===== config.mk =====
export PLATFORM = sky130hd
export DESIGN_NAME = fill_decode_flat
export DESIGN_NICKNAME = d
export VERILOG_FILES = /design/src/chan_pkg.sv /design/src/chan_if.sv /design/src/fill_decode.sv /design/src/flat_wrapper.sv
export SDC_FILE = /design/constraint.sdc
export NUM_CORES = 1
export LEC_CHECK = 0
export BUFFER_PORTS_ARGS = -buffer_cell sky130_fd_sc_hd__buf_2
export CAP_MARGIN = 20
export CORE_MARGIN = 2
export CORE_UTILIZATION = 30
export CTS_BUF_LIST = sky130_fd_sc_hd__clkbuf_2
export CTS_CLUSTER_SIZE = 40
export DETAILED_ROUTE_END_ITERATION = 12
export PLACE_DENSITY = 0.54
export SYNTH_ARGS = -nofsm -noshare
export SYNTH_HDL_FRONTEND = slang
export SYNTH_SLANG_ARGS = --single-unit

===== constraint.sdc =====
create_clock -name clk125 -period 7.2 [get_ports clk125]
set_input_delay 1.44 -clock clk125 [delete_from_list [all_inputs] [get_ports clk125]]
set_output_delay 1.44 -clock clk125 [all_outputs]
set_load 0.02 [all_outputs]

===== src/chan_pkg.sv =====
package chan_pkg;

	////////////////////
	// sample and word sizes
	localparam int SAMPLE_W = 12;                // one adc sample
	localparam int LANE_W = 16;                  // lane holding one sample
	localparam int LANES = 8;                    // samples per burst
	localparam int LANE_CNT_W = $clog2(LANES);
	localparam int WORD_W = 128;                 // burst or header word
	localparam int CNT_W = 24;                   // burst counts and fill numbers

	////////////////////
	// storage sizes
	localparam int ADDR_W = 10;
	localparam int RAM_DEPTH = 1024;             // addresses wrap at this depth
	localparam int FIFO_DEPTH = 16;
	localparam int FIFO_AW = $clog2(FIFO_DEPTH);

	// tag bits on each write word
	localparam int TAG_W = 4;
	localparam int TAG_HDR = 0;                  // word is a fill header
	localparam int TAG_LAST = 1;                 // final word of a fill

	// encoded straight from {acq_enable1, acq_enable0}
	typedef enum logic [1:0] {NONE = 2'b00, MUON = 2'b01, LASER = 2'b10, PED = 2'b11} fill_type_t;

	typedef struct packed {
		logic [15:0] channel_tag;
		logic [7:0] fill_type;                   // fill_type_t zero-extended
		logic [CNT_W-1:0] fill_num;
		logic [CNT_W-1:0] burst_count;
		logic [CNT_W-1:0] start_addr;            // memory address zero-extended
		logic [31:0] reserved;
	} fill_hdr_t;

	typedef struct packed {
		logic [TAG_W-1:0] tag;
		logic [WORD_W-1:0] data;
	} wr_word_t;

endpackage


===== src/chan_if.sv =====
`timescale 1ns/10ps

////////////////////
// fill command from decode to sequencer
interface fill_cmd_if import chan_pkg::*; ();
	logic start;                       // one cycle, only while busy is low
	fill_type_t fill_type;
	logic [CNT_W-1:0] burst_count;
	logic [CNT_W-1:0] fill_num;
	logic busy;                        // sequencer is packing a fill

	modport decode (output start, fill_type, burst_count, fill_num, input busy);
	modport seq (input start, fill_type, burst_count, fill_num, output busy);
endinterface



===== src/fill_decode.sv =====
`timescale 1ns/10ps

module fill_decode import chan_pkg::*; (
	input logic clk125,
	input logic reset,
	input logic acq_enable0,                       // enable level, low bit of fill type
	input logic acq_enable1,                       // enable level, high bit of fill type
	input logic acq_trig,                          // start a fill
	input logic initial_fill_num_wr,               // load strobe for the fill counter
	input logic [CNT_W-1:0] initial_fill_num,
	input logic [CNT_W-1:0] num_muon_bursts,
	input logic [CNT_W-1:0] num_laser_bursts,
	input logic [CNT_W-1:0] num_ped_bursts,
	output logic acq_enabled,                      // any fill type selected
	output logic [CNT_W-1:0] fill_num,             // number the next fill will get
	fill_cmd_if.decode cmd
);

	fill_type_t type_dec;
	logic [CNT_W-1:0] count_dec;
	logic [CNT_W-1:0] fill_cnt;
	logic accept;

	assign acq_enabled = acq_enable0 | acq_enable1;
	assign type_dec = fill_type_t'({acq_enable1, acq_enable0});
	assign fill_num = fill_cnt;

	always_comb begin
		case (type_dec)
			MUON: count_dec = num_muon_bursts;
			LASER: count_dec = num_laser_bursts;
			PED: count_dec = num_ped_bursts;
			default: count_dec = '0;               // NONE never gets accepted
		endcase
	end

	// start still high counts as busy, the sequencer has not seen it yet
	assign accept = acq_trig & acq_enabled & ~cmd.busy & ~cmd.start;

	always_ff @(posedge clk125) begin
		if (reset) begin
			cmd.start <= 1'b0;
			fill_cnt <= '0;
		end else begin
			cmd.start <= accept;                   // single cycle pulse
			if (initial_fill_num_wr)
				fill_cnt <= initial_fill_num;
			else if (accept)
				fill_cnt <= fill_cnt + 1'b1;       // next fill number
		end
	end

	// command fields held with the pulse
	always_ff @(posedge clk125) begin
		if (accept) begin
			cmd.fill_type <= type_dec;
			cmd.burst_count <= count_dec;
			cmd.fill_num <= fill_cnt;
		end
	end

endmodule


===== src/flat_wrapper.sv =====
// flat-port wrapper written by rule: the top's interface ports become plain ports
module fill_decode_flat import chan_pkg::*;
  (clk125, reset, acq_enable0, acq_enable1, acq_trig, initial_fill_num_wr, initial_fill_num, num_muon_bursts, num_laser_bursts, num_ped_bursts, acq_enabled, fill_num, cmd_start, cmd_fill_type, cmd_burst_count, cmd_fill_num, cmd_busy);
  fill_cmd_if cmd_i ();
  input logic clk125;
  input logic reset;
  input logic acq_enable0;
  input logic acq_enable1;
  input logic acq_trig;
  input logic initial_fill_num_wr;
  input logic [CNT_W-1:0] initial_fill_num;
  input logic [CNT_W-1:0] num_muon_bursts;
  input logic [CNT_W-1:0] num_laser_bursts;
  input logic [CNT_W-1:0] num_ped_bursts;
  output logic acq_enabled;
  output logic [CNT_W-1:0] fill_num;
  output wire logic [$bits(cmd_i.start)-1:0] cmd_start;
  output wire logic [$bits(cmd_i.fill_type)-1:0] cmd_fill_type;
  output wire logic [$bits(cmd_i.burst_count)-1:0] cmd_burst_count;
  output wire logic [$bits(cmd_i.fill_num)-1:0] cmd_fill_num;
  input wire logic [$bits(cmd_i.busy)-1:0] cmd_busy;
  assign cmd_start = cmd_i.start;
  assign cmd_fill_type = cmd_i.fill_type;
  assign cmd_burst_count = cmd_i.burst_count;
  assign cmd_fill_num = cmd_i.fill_num;
  assign cmd_i.busy = cmd_busy;
  fill_decode u_core (.clk125(clk125), .reset(reset), .acq_enable0(acq_enable0), .acq_enable1(acq_enable1), .acq_trig(acq_trig), .initial_fill_num_wr(initial_fill_num_wr), .initial_fill_num(initial_fill_num), .num_muon_bursts(num_muon_bursts), .num_laser_bursts(num_laser_bursts), .num_ped_bursts(num_ped_bursts), .acq_enabled(acq_enabled), .fill_num(fill_num), .cmd(cmd_i));
endmodule

==> impl_metrics.csv, run 1 <==
group,metric,value,unit
die,fp.dieH,112,um
die,starting_density_of_the_core,0.307,
drt,routed_wl,9.96,mm
final_layout,seq_area,2000,sq um
final_layout,syn_to_final_growth,31.8,%
global_route,first_global_vias,2981,
critical_path,reg_to_reg_critical_path_startpoint,"u_core.fill_num[3]",
critical_path,arrival,2380,ps
critical_path,slowest_delay,510,ps
die,floorplan.io_pins,179,
synth,yosys.cell_types.count,47,
synth,syn_nets,393,
synth,yosysSeqAreaShare,0.573,
critical_path,criticalPathCategory,"primary input to output port",
critical_path,crit_start,"acq_enable0",
cts,cts_hold_buffers,0,
die,die_area,12500,sq um
timing,worst_max_slew_pin_slew,645,ps
global_route,grt_max_degree,51,
pwr,static-leakage-power,1.95,nW
critical_path,critical_path.endpoint_type,"output port",
global_route,met1_usage,0.196,
global_route,met3_usage,0.0310,
placement,port-buffer-count,178,
synth,muxShareOfSynthArea,0.0802,
die,die_width,112,um
cts,ctsHtreeMaxLevel,3,
timing,finalHoldViolations,0,
final_layout,finalCoreUtilization,0.405,
timing,timing.clock.skew,28.9,ps
drt,detail_route.first_pass.iterations,4,
global_route,grt_first_pass_wirelength,15.5,mm
timing,final.setup.tns,0,ps
synth,adder_and_majority_gate_portion_of_the_synthesized_area,0.00358,
pwr,p_per_area,182,nW/um^2
critical_path,r2r_cells,4,
critical_path,cp.depth,3,
critical_path,cp-endpoint,"acq_enabled",
final_layout,antenna_cells_inserted,0,
flow_run,cap_viol_max_count,0,
critical_path,worstPathCellList,"buf_2 -> or2_2 -> buf_2",
synth,synth-simple-area-share,0.133,
synth,synth_compound_area_frac,0.158,
synth,synthesis.area,3490,sq um
cts,cts.root.buffer_cell,"clkbuf_2",
drt,viasPerCell,5.00,
drt,route.antenna.remaining_nets,0,
cts,tritoncts.num_buffers,9,
global_route,number_of_antenna_violations_at_the_first_check_in_global_routing,0,
cts,postCtsResizedCells,0,
synth,synth.ff_latch_count,75,
timing,fin_crit_sh,0.530,
cts,cts_post_setup_buffers_inserted,0,
critical_path,cp-start-kind,"primary input",
critical_path,worstPathBufferInverterCount,2,
drt,drc,0,
synth,postSynthAreaPerCell,12.1,sq um
cts,clock_sinks,75,
synth,synth_top_family_by_area,"compound AO/OA/AOI/OAI gates",
synth,synth_enable_flop_cells,50,
global_route,grt_util_met2,0.262,
synth,synth_xor_area_frac,0.0226,
critical_path,timing.critical_path.mode_cell,"buf_2",
critical_path,timing.critical_path.required,5760,ps
placement,placement.cell_area,4500,sq um
die,design.core.area,11400,sq um
synth,synthFlopType,"edfxtp_1",
final_layout,post_route_cells_drive_above_1_share,0.484,
final_layout,num-nets-final,568,
final_layout,final_cell_mix,"buf_2, edfxtp_1, nor2_1, dfxtp_1",
status,status,"finished, final reports clean",
final_layout,number_of_fill_cells,1141,
critical_path,timing.rr.end,"u_core.fill_num[20]",
drt,drt_iter0_markers,186,
synth,synth-async-reset-ratio,0,
final_layout,most_common_cell_after_layout_fill_and_taps_aside,"buf_2",
cts,cts_buffer_depth,2,
placement,gp_congestion,0.739,
global_route,global_route.overflow_total,0,
drt,via_count,3059,
critical_path,cp_max_fo,30,
timing,final-setup-viol-count,0,
placement,detailedPlacementHpwl,7.17,mm
min_path,worst_hold_path_type,"register to register",
global_route,grt.total_usage,0.157,
critical_path,internal_reg_to_reg_setup_slack,5100,ps
die,num_rows,39,
final_layout,multiInputGateArea,1390,sq um
timing,setup_repair_after_global_routing_missed_its_margin,"no",
pwr,total_power_draw,0.837,mW
timing,timing.final.crit_period,3820,ps
cts,clock_insertion_delay_worst_skew,500,ps
global_route,globalRoute.busiestLayer,"met2",
timing,timing.fmax,262,MHz
cts,tritoncts,"built",
synth,number_of_warnings_reported_in_the_yosys_synthesis_log,0,
cts,clk_pin_slew,190,ps
timing,final-max-slew-violation-count,0,
final_layout,final_area,4600,sq um
critical_path,worst_path_dominant_cell_family,"buffers and inverters",
drt,post_drt_wl_per_cell,16.3,um
synth,synthCells,289,
pwr,ir_worst_vdd,0.0646,mV
critical_path,critical-path-slowest-cell,"buf_2",
timing,timing.max_slew.rel_slack,0.570,
-- metrics by stage --
step	hold slack [ps]	cells	setup WS [ps]
floorplan	569	289	3650
global placement	476	594	3400
detailed placement	482	594	3380
CTS	514	610	3370
global route	509	612	3290
finish	518	612	3380
-- synth_stat cells, types with 5 or more instances --
cell | instances | area share
nand3_1 | 8 | 0.011
a311oi_1 | 13 | 0.033
xnor2_1 | 6 | 0.015
a211oi_1 | 9 | 0.019
nor2b_1 | 5 | 0.0090
mux2_2 | 24 | 0.077
nand4_1 | 7 | 0.013
nor2_1 | 29 | 0.031
nand2_1 | 7 | 0.0075
clkbuf_1 | 14 | 0.015
a22o_1 | 24 | 0.060
nor3_1 | 6 | 0.0086
edfxtp_1 | 50 | 0.43
inv_1 | 8 | 0.0086
dfxtp_1 | 25 | 0.14
-- kinds of logic (layout without fill, tap and decap cells) --
group,after synthesis,after routing
buffers and inverters,26,206
XOR/XNOR,9,9
AND/OR/NAND/NOR,86,86
adder cells (fa/ha/maj),1,1
flip-flops,75,75
AO/OA/AOI/OAI,67,67
multiplexers,25,25
-- cell type report --
type,instances,area share
repair buffers,182,0.202
inverters,8,0.00652
multi-input cells,188,0.301
well taps,143,0.0389
clock buffers,14,0.0152
clock inverters,2,0.00163
flip-flops and latches,75,0.435
-- power by group --
part           switching [mW]  total (mW)  internal, mW  leakage, nW
registers              0.0189       0.503         0.484        0.686
clock network           0.137       0.188        0.0510       0.0613
logic                  0.0797       0.146        0.0660         1.20
total                   0.236       0.837         0.601         1.95
-- flip-flops by register name (all words and copies together), names as in the netlist --
signal / count
u_core.cmd.fill_type: 2
u_core.cmd.start: 1
u_core.cmd.burst_count: 24
u_core.cmd.fill_num: 24
u_core.fill_num: 24
-- per-layer routing --
metal,routed length [um],share of wire
met3,617,0.062
met1,4270,0.43
met5,0,0
met2,4870,0.49
met4,197,0.020
-- worst min path at each step --
stage	startpoint	to	depth (start not counted)
2_1_floorplan	u_core.fill_num[23]	u_core.cmd.fill_num[23]	0
3_3_place_gp	u_core.fill_num[10]	u_core.cmd.fill_num[10]	0
3_5_place_dp	u_core.fill_num[22]	u_core.cmd.fill_num[22]	0
4_1_cts	u_core.fill_num[10]	u_core.cmd.fill_num[10]	0
5_1_grt	u_core.fill_num[10]	u_core.cmd.fill_num[10]	0
6_report	u_core.fill_num[22]	u_core.cmd.fill_num[22]	0
(Power assumes the default switching activity.)
==> run 2, diff against run 1 <==
==> constraint.sdc (replaced) <==
create_clock -name clk125 -period 3.75 [get_ports clk125]
set_input_delay 0.75 -clock clk125 [delete_from_list [all_inputs] [get_ports clk125]]
set_output_delay 0.75 -clock clk125 [all_outputs]
set_load 0.02 [all_outputs]
==> run 2 against run 1 <==
Effect of this change: via count decreased by 0.88%; clock power rose to 2.9 times the previous value; non-clock buffer count increased by 3; sequential share of layout area down 0.75 points; core utilization increased by 0.72 points; sequential cell count unchanged; power grew 110%; routed wire length down 0.86%; sequential power increased by 92%; die area is the same; global-route usage is essentially flat; critical path type unchanged.
==> impl_metrics.csv, run 2 (synthesis gave the netlist of run 1 again) <==
group,metric,value,unit
global_route,first_global_vias,2990,
timing,timing.fmax,465,MHz
pwr,pwr-share-clk,0.301,
flow_run,cap_viol_max_count,0,
final_layout,final_area,4690,sq um
pwr,total_power_draw,1.78,mW
final_layout,syn_to_final_growth,34.1,%
final_layout,most_common_cell_after_layout_fill_and_taps_aside,"buf_2",
critical_path,arrival,1400,ps
drt,drc,0,
cts,clk_pin_slew,220,ps
placement,detailedPlacementHpwl,7.37,mm
critical_path,critical-path-slowest-cell,"or2_2",
drt,post_drt_wl_per_cell,16.1,um
timing,timing.max_slew.rel_slack,0.519,
final_layout,num-nets-final,571,
drt,routed_wl,9.87,mm
cts,clock_insertion_delay_worst_skew,550,ps
final_layout,antenna_cells_inserted,0,
drt,routed-wl-met3,614,um
global_route,number_of_antenna_violations_at_the_first_check_in_global_routing,0,
global_route,grt_max_degree,34,
placement,gp_congestion,0.791,
cts,tritoncts.num_buffers,9,
pwr,p_switching,0.500,mW
timing,worst_max_slew_pin_slew,721,ps
pwr,internal_power,1.28,mW
pwr,seqPwrFrac,0.542,
placement,placement.cell_area,4530,sq um
critical_path,critical_path.endpoint_type,"output port",
die,fp.dieH,112,um
drt,highest-signal-layer,"met4",
critical_path,slowest_delay,340,ps
final_layout,final_cell_mix,"buf_2, edfxtp_1, nor2_1, dfxtp_1",
die,die_width,112,um
global_route,global_route.overflow_total,0,
final_layout,reg_top3,"u_core.cmd.burst_count: 24 flops, u_core.cmd.fill_num: 24 flops, u_core.fill_num: 24 flops",
die,starting_density_of_the_core,0.307,
critical_path,timing.critical_path.mode_cell,"buf_2",
cts,postCtsResizedCells,0,
critical_path,timing.critical_path.required,3000,ps
global_route,grt_first_pass_wirelength,15.5,mm
pwr,static-leakage-power,1.98,nW
timing,timing.final.crit_period,2150,ps
timing,final.setup.tns,0,ps
status,status,"finished, final reports clean",
critical_path,criticalPathCategory,"primary input to output port",
critical_path,worstPathCellList,"buf_2 -> or2_2 -> buf_2",
pwr,ir_worst_vdd,0.163,mV
timing,final-setup-viol-count,0,
die,num_rows,39,
cts,ctsHtreeMaxLevel,3,
drt,viasPerCell,4.93,
drt,detail_route.first_pass.iterations,4,
timing,fin_crit_sh,0.573,
drt,via_count,3032,
drt,drt_iter0_markers,232,
timing,final-max-slew-violation-count,0,
critical_path,cp-start-kind,"primary input",
critical_path,cp_max_fo,6,
drt,wl_met1,4.21,mm
timing,timing.clock.skew,26.4,ps
pwr,switching_share,0.280,
timing,hold-worst-slack,456,ps
cts,tritoncts,"built",
cts,cts_hold_buffers,0,
cts,clock_sinks,75,
cts,cts.root.buffer_cell,"clkbuf_2",
die,floorplan.io_pins,179,
global_route,grt.total_usage,0.157,
drt,routed-wl-met2,4.91,mm
pwr,p_per_area,380,nW/um^2
timing,finalHoldViolations,0,
final_layout,post_route_cells_drive_above_1_share,0.492,
die,die_area,12500,sq um
pwr,power.combinational.fraction,0.157,
drt,route.antenna.remaining_nets,0,
placement,port-buffer-count,178,
cts,cts_buffer_depth,2,
timing,setup_repair_after_global_routing_missed_its_margin,"no",
cts,cts_post_setup_buffers_inserted,0,
die,design.core.area,11400,sq um
min_path,worst_hold_path_type,"primary input to register",
[run 2: cell count changes in the layout (fill, tap and decap cells not counted)]
cell and delta:
clkinv_1 -2, clkinvlp_4 +2, buf_2 -1, inv_6 +1, clkinv_4 +2, buf_12 -1
bufinv_16 +2, buf_4 +4, clkbuf_4 +1, clkbuf_2 -5
[run 2: final timing paths]
kind	startpoint	end	slack, ps	depth (start not counted)
worst max register to register	u_core.fill_num[3]	u_core.fill_num[16]	1660	4
worst max-delay path	acq_enable1	acq_enabled	1600	3
worst min-delay path	initial_fill_num[10]	u_core.fill_num[10]	460	3
worst min register to register	u_core.fill_num[22]	u_core.cmd.fill_num[22]	530	0
[run 2: layout make-up]
class                           count  area (sq um)
Fill cell                        1143          6680
Tap cell                          143           179
Clock inverter                      7           101
Clock buffer                        9          45.0
Sequential cell                    75          2000
Inverter                            8          30.0
Timing Repair Buffer              185           943
Multi-Input combinational cell    188          1390
[run 2: worst max-delay path: cells and delay by family]
family / cells / cell delay [ps]
buffers and inverters: 2 / 310
AND/OR/NAND/NOR: 1 / 340
[run 2: stage by stage]
stage / instances / setup WS [ps] / utilization
6_report: 615 / 1600 / 0.412
5_1_grt: 615 / 1510 / 0.412
2_1_floorplan: 289 / 894 / -
4_1_cts: 614 / 1360 / 0.411
3_5_place_dp: 598 / 1230 / 0.399
3_3_place_gp: 598 / 1290 / 0.399
[run 2: power groups by stage]
stage	clock network (mW)	registers [mW]	logic (mW)
floorplan	0	1.03	0.112
global route	0.588	0.974	0.306
detailed placement	0	0.985	0.282
global placement	0	0.984	0.281
finish	0.536	0.966	0.280
CTS	0.550	0.967	0.284
[run 2: metal layers]
layer	vias to the layer above	GRT usage
li1	1497	-
met1	1419	0.191
met2	104	0.269
met3	12	0.0435
met4	0	0.0535
met5	-	0
==> run 3, diff against run 2 <==
--- a/config.mk
+++ b/config.mk
@@ -5,6 +5,7 @@
 export SDC_FILE = /design/constraint.sdc
 export NUM_CORES = 1
 export LEC_CHECK = 0
+export ABC_AREA = 1
 export BUFFER_PORTS_ARGS = -buffer_cell sky130_fd_sc_hd__buf_2
 export CAP_MARGIN = 20
 export CORE_MARGIN = 2
@@ -12,7 +13,7 @@
 export CTS_BUF_LIST = sky130_fd_sc_hd__clkbuf_2
 export CTS_CLUSTER_SIZE = 40
 export DETAILED_ROUTE_END_ITERATION = 12
-export PLACE_DENSITY = 0.54
+export PLACE_DENSITY = 0.55
 export SYNTH_ARGS = -nofsm -noshare
 export SYNTH_HDL_FRONTEND = slang
 export SYNTH_SLANG_ARGS = --single-unit
==> constraint.sdc (replaced) <==
create_clock -name clk125 -period 1.97 [get_ports clk125]
set_input_delay 0.394 -clock clk125 [delete_from_list [all_inputs] [get_ports clk125]]
set_output_delay 0.394 -clock clk125 [all_outputs]
set_load 0.02 [all_outputs]
==> run 3 against run 2 <==
Effect of this change: first-iteration DRC count down 7.8%; setup slack worse by 1300 ps; critical path type is now register to output port; synthesized area up 7.8%; critical endpoint is now fill_num[9]; largest cell class unchanged.
==> impl_metrics.csv, run 3 <==
group,metric,value,unit
cts,cts.root.buffer_cell,"clkbuf_2",
synth,yosysMostFrequentCell,"nand2_1",
critical_path,reg_to_reg_critical_path_startpoint,"u_core.fill_num[0]",
drt,viasPerCell,4.63,
timing,worst_max_slew_pin_slew,381,ps
synth,synth_common_cells,"nand2_1, nand3_1, edfxtp_1, inv_1",
cts,clock_sinks,75,
synth,syn_nets,548,
cts,postCtsResizedCells,0,
timing,timing.final.crit_period,1690,ps
critical_path,critical_path.endpoint_type,"output port",
timing,final-max-slew-violation-count,0,
critical_path,cp_max_fo,7,
critical_path,critical-path-slowest-cell,"dfxtp_1",
synth,synthesis.area,3770,sq um
die,die_width,116,um
placement,detailedPlacementHpwl,8.90,mm
final_layout,num-nets-final,733,
global_route,grt_util_met2,0.290,
synth,synth.ff_latch_count,75,
min_path,min-delay-start,"initial_fill_num[10]",
drt,post_drt_wl_per_cell,14.6,um
drt,route.antenna.remaining_nets,0,
timing,hold-worst-slack,112,ps
critical_path,cp.depth,1,
synth,number_of_warnings_reported_in_the_yosys_synthesis_log,0,
final_layout,post_route_cells_drive_above_1_share,0.372,
flow_run,cap_viol_max_count,0,
final_layout,most_common_cell_after_layout_fill_and_taps_aside,"buf_2",
synth,yosys.cell_types.count,31,
global_route,first_global_vias,3467,
drt,drt_iter0_markers,214,
timing,timing.fmax,592,MHz
critical_path,timing.rr.end,"u_core.fill_num[22]",
drt,routed_wl,11.7,mm
die,die_area,13500,sq um
critical_path,cp-endpoint,"fill_num[9]",
critical_path,cp-start-kind,"register",
die,num_rows,40,
critical_path,criticalPathCategory,"register to output port",
global_route,grt_max_degree,27,
drt,detail_route.first_pass.iterations,4,
timing,final-setup-viol-count,0,
critical_path,internal_reg_to_reg_setup_slack,390,ps
global_route,grt.total_usage,0.170,
timing,timing.max_slew.rel_slack,0.744,
die,starting_density_of_the_core,0.311,
drt,via_count,3711,
timing,final.setup.tns,0,ps
final_layout,syn_to_final_growth,33.4,%
cts,cts_buffer_depth,2,
critical_path,worstPathCellList,"buf_2",
critical_path,crit_start,"u_core.fill_num[9]",
final_layout,final_cell_mix,"buf_2, nand2_1, nand3_1, edfxtp_1, inv_1",
global_route,grt_first_pass_wirelength,17.4,mm
global_route,globalRoute.busiestLayer,"met2",
min_path,worst_hold_path_type,"primary input to register",
global_route,number_of_antenna_violations_at_the_first_check_in_global_routing,0,
global_route,met3_usage,0.0377,
cts,tritoncts.num_buffers,9,
global_route,global_route.overflow_total,0,
drt,drc,0,
critical_path,worst_path_dominant_cell_family,"flip-flops",
pwr,ir_worst_vdd,0.282,mV
critical_path,timing.critical_path.required,1580,ps
placement,gp_congestion,0.834,
die,design.core.area,12100,sq um
die,floorplan.io_pins,179,
critical_path,arrival,1300,ps
cts,clk_pin_slew,210,ps
status,status,"finished, final reports clean",
synth,synthDominantAreaCellType,"edfxtp_1",
timing,fin_crit_sh,0.858,
synth,synthFlopType,"edfxtp_1",
final_layout,reg_top3,"u_core.cmd.burst_count: 24 flops, u_core.cmd.fill_num: 24 flops, u_core.fill_num: 24 flops",
cts,cts_hold_buffers,0,
final_layout,number_of_fill_cells,1285,
timing,timing.clock.skew,34.6,ps
pwr,p_per_area,670,nW/um^2
cts,clock_insertion_delay_worst_skew,530,ps
final_layout,antenna_cells_inserted,0,
cts,tritoncts,"built",
timing,finalHoldViolations,0,
cts,ctsHtreeMaxLevel,3,
synth,yosysSeqAreaShare,0.532,
timing,setup_repair_after_global_routing_missed_its_margin,"no",
critical_path,r2r_cells,10,
pwr,static-leakage-power,2.31,nW
critical_path,worstPathBufferInverterCount,1,
synth,synthCells,444,
cts,cts_post_setup_buffers_inserted,0,
placement,port-buffer-count,178,
synth,synth-async-reset-ratio,0,
synth,ys_top_cells_by_area,"edfxtp_1, dfxtp_1, nand2_1, nand3_1, inv_1",
synth,netlist.area_leader.share,0.399,
critical_path,slowest_delay,540,ps
synth,synth_enable_flop_cells,50,
die,fp.dieH,116,um
global_route,met1_usage,0.211,
synth,postSynthAreaPerCell,8.48,sq um
run 3: layer usage:
metal  vias up  share of wire  wire [um]
met5         -              0          0
met3        14          0.091       1070
met4         0          0.016        188
met1      1680           0.43       5000
met2       182           0.47       5480
li1       1835              -          -
run 3: through the flow:
stage               std cells  power, mW   util  instance area (sq um)  setup WS (ps)
finish                    802       3.36  0.415                   5020            280
global route              802       3.53  0.415                   5020            153
CTS                       802       3.42  0.415                   5020            186
detailed placement        786       2.44  0.404                   4900            175
global placement          786       2.43  0.404                   4900            242
floorplan                 444       2.17      -                   3790          -68.8
run 3: worst min path at each step:
stage	end	slack [ps]	cells past startpoint
after floorplan	u_core.cmd.fill_type[0]	490	0
after global placement	u_core.cmd.fill_num[23]	500	0
after detailed placement	u_core.cmd.fill_num[23]	510	0
after CTS	u_core.fill_num[10]	40	3
after global routing	u_core.fill_num[10]	70	3
final	u_core.fill_num[10]	110	3
run 3: layout make-up:
type                       instances  area, sq um  share of cell area
sequential                        75         2000               0.398
multi-input combinational        304         1490               0.297
timing repair buffer             191         1000               0.199
tap                              168          210              0.0418
inverter                          48          189              0.0376
clock buffer                      13         65.1              0.0129
clock inverter                     3         63.8              0.0127
run 3: worst reg2reg max path: stages, from the launching register on:
cell and delay, ps:
dfxtp_1 450, ha_1 260, nand2_2 100, nor2_4 150
nand2_4 100, nor2_2 180, nand3_1 90, nand2_1 70
nand3_1 60, nand2_1 60, inv_1 30
run 3: logic make-up after synthesis:
kind of cell	after synthesis	share of synthesized area
AOI/OAI and AO/OA	39	0.0558
adders and majority gates	1	0.00332
DFF	75	0.532
xor gates and xnor gates	8	0.0206
and+or+nand+nor	256	0.316
buffers and inverters	65	0.0731
run 3: power breakdown:
part           switching [mW]  internal, mW
Sequential             0.0640          1.77
Combinational           0.348         0.215
Clock                   0.527         0.439
Total                   0.939          2.43
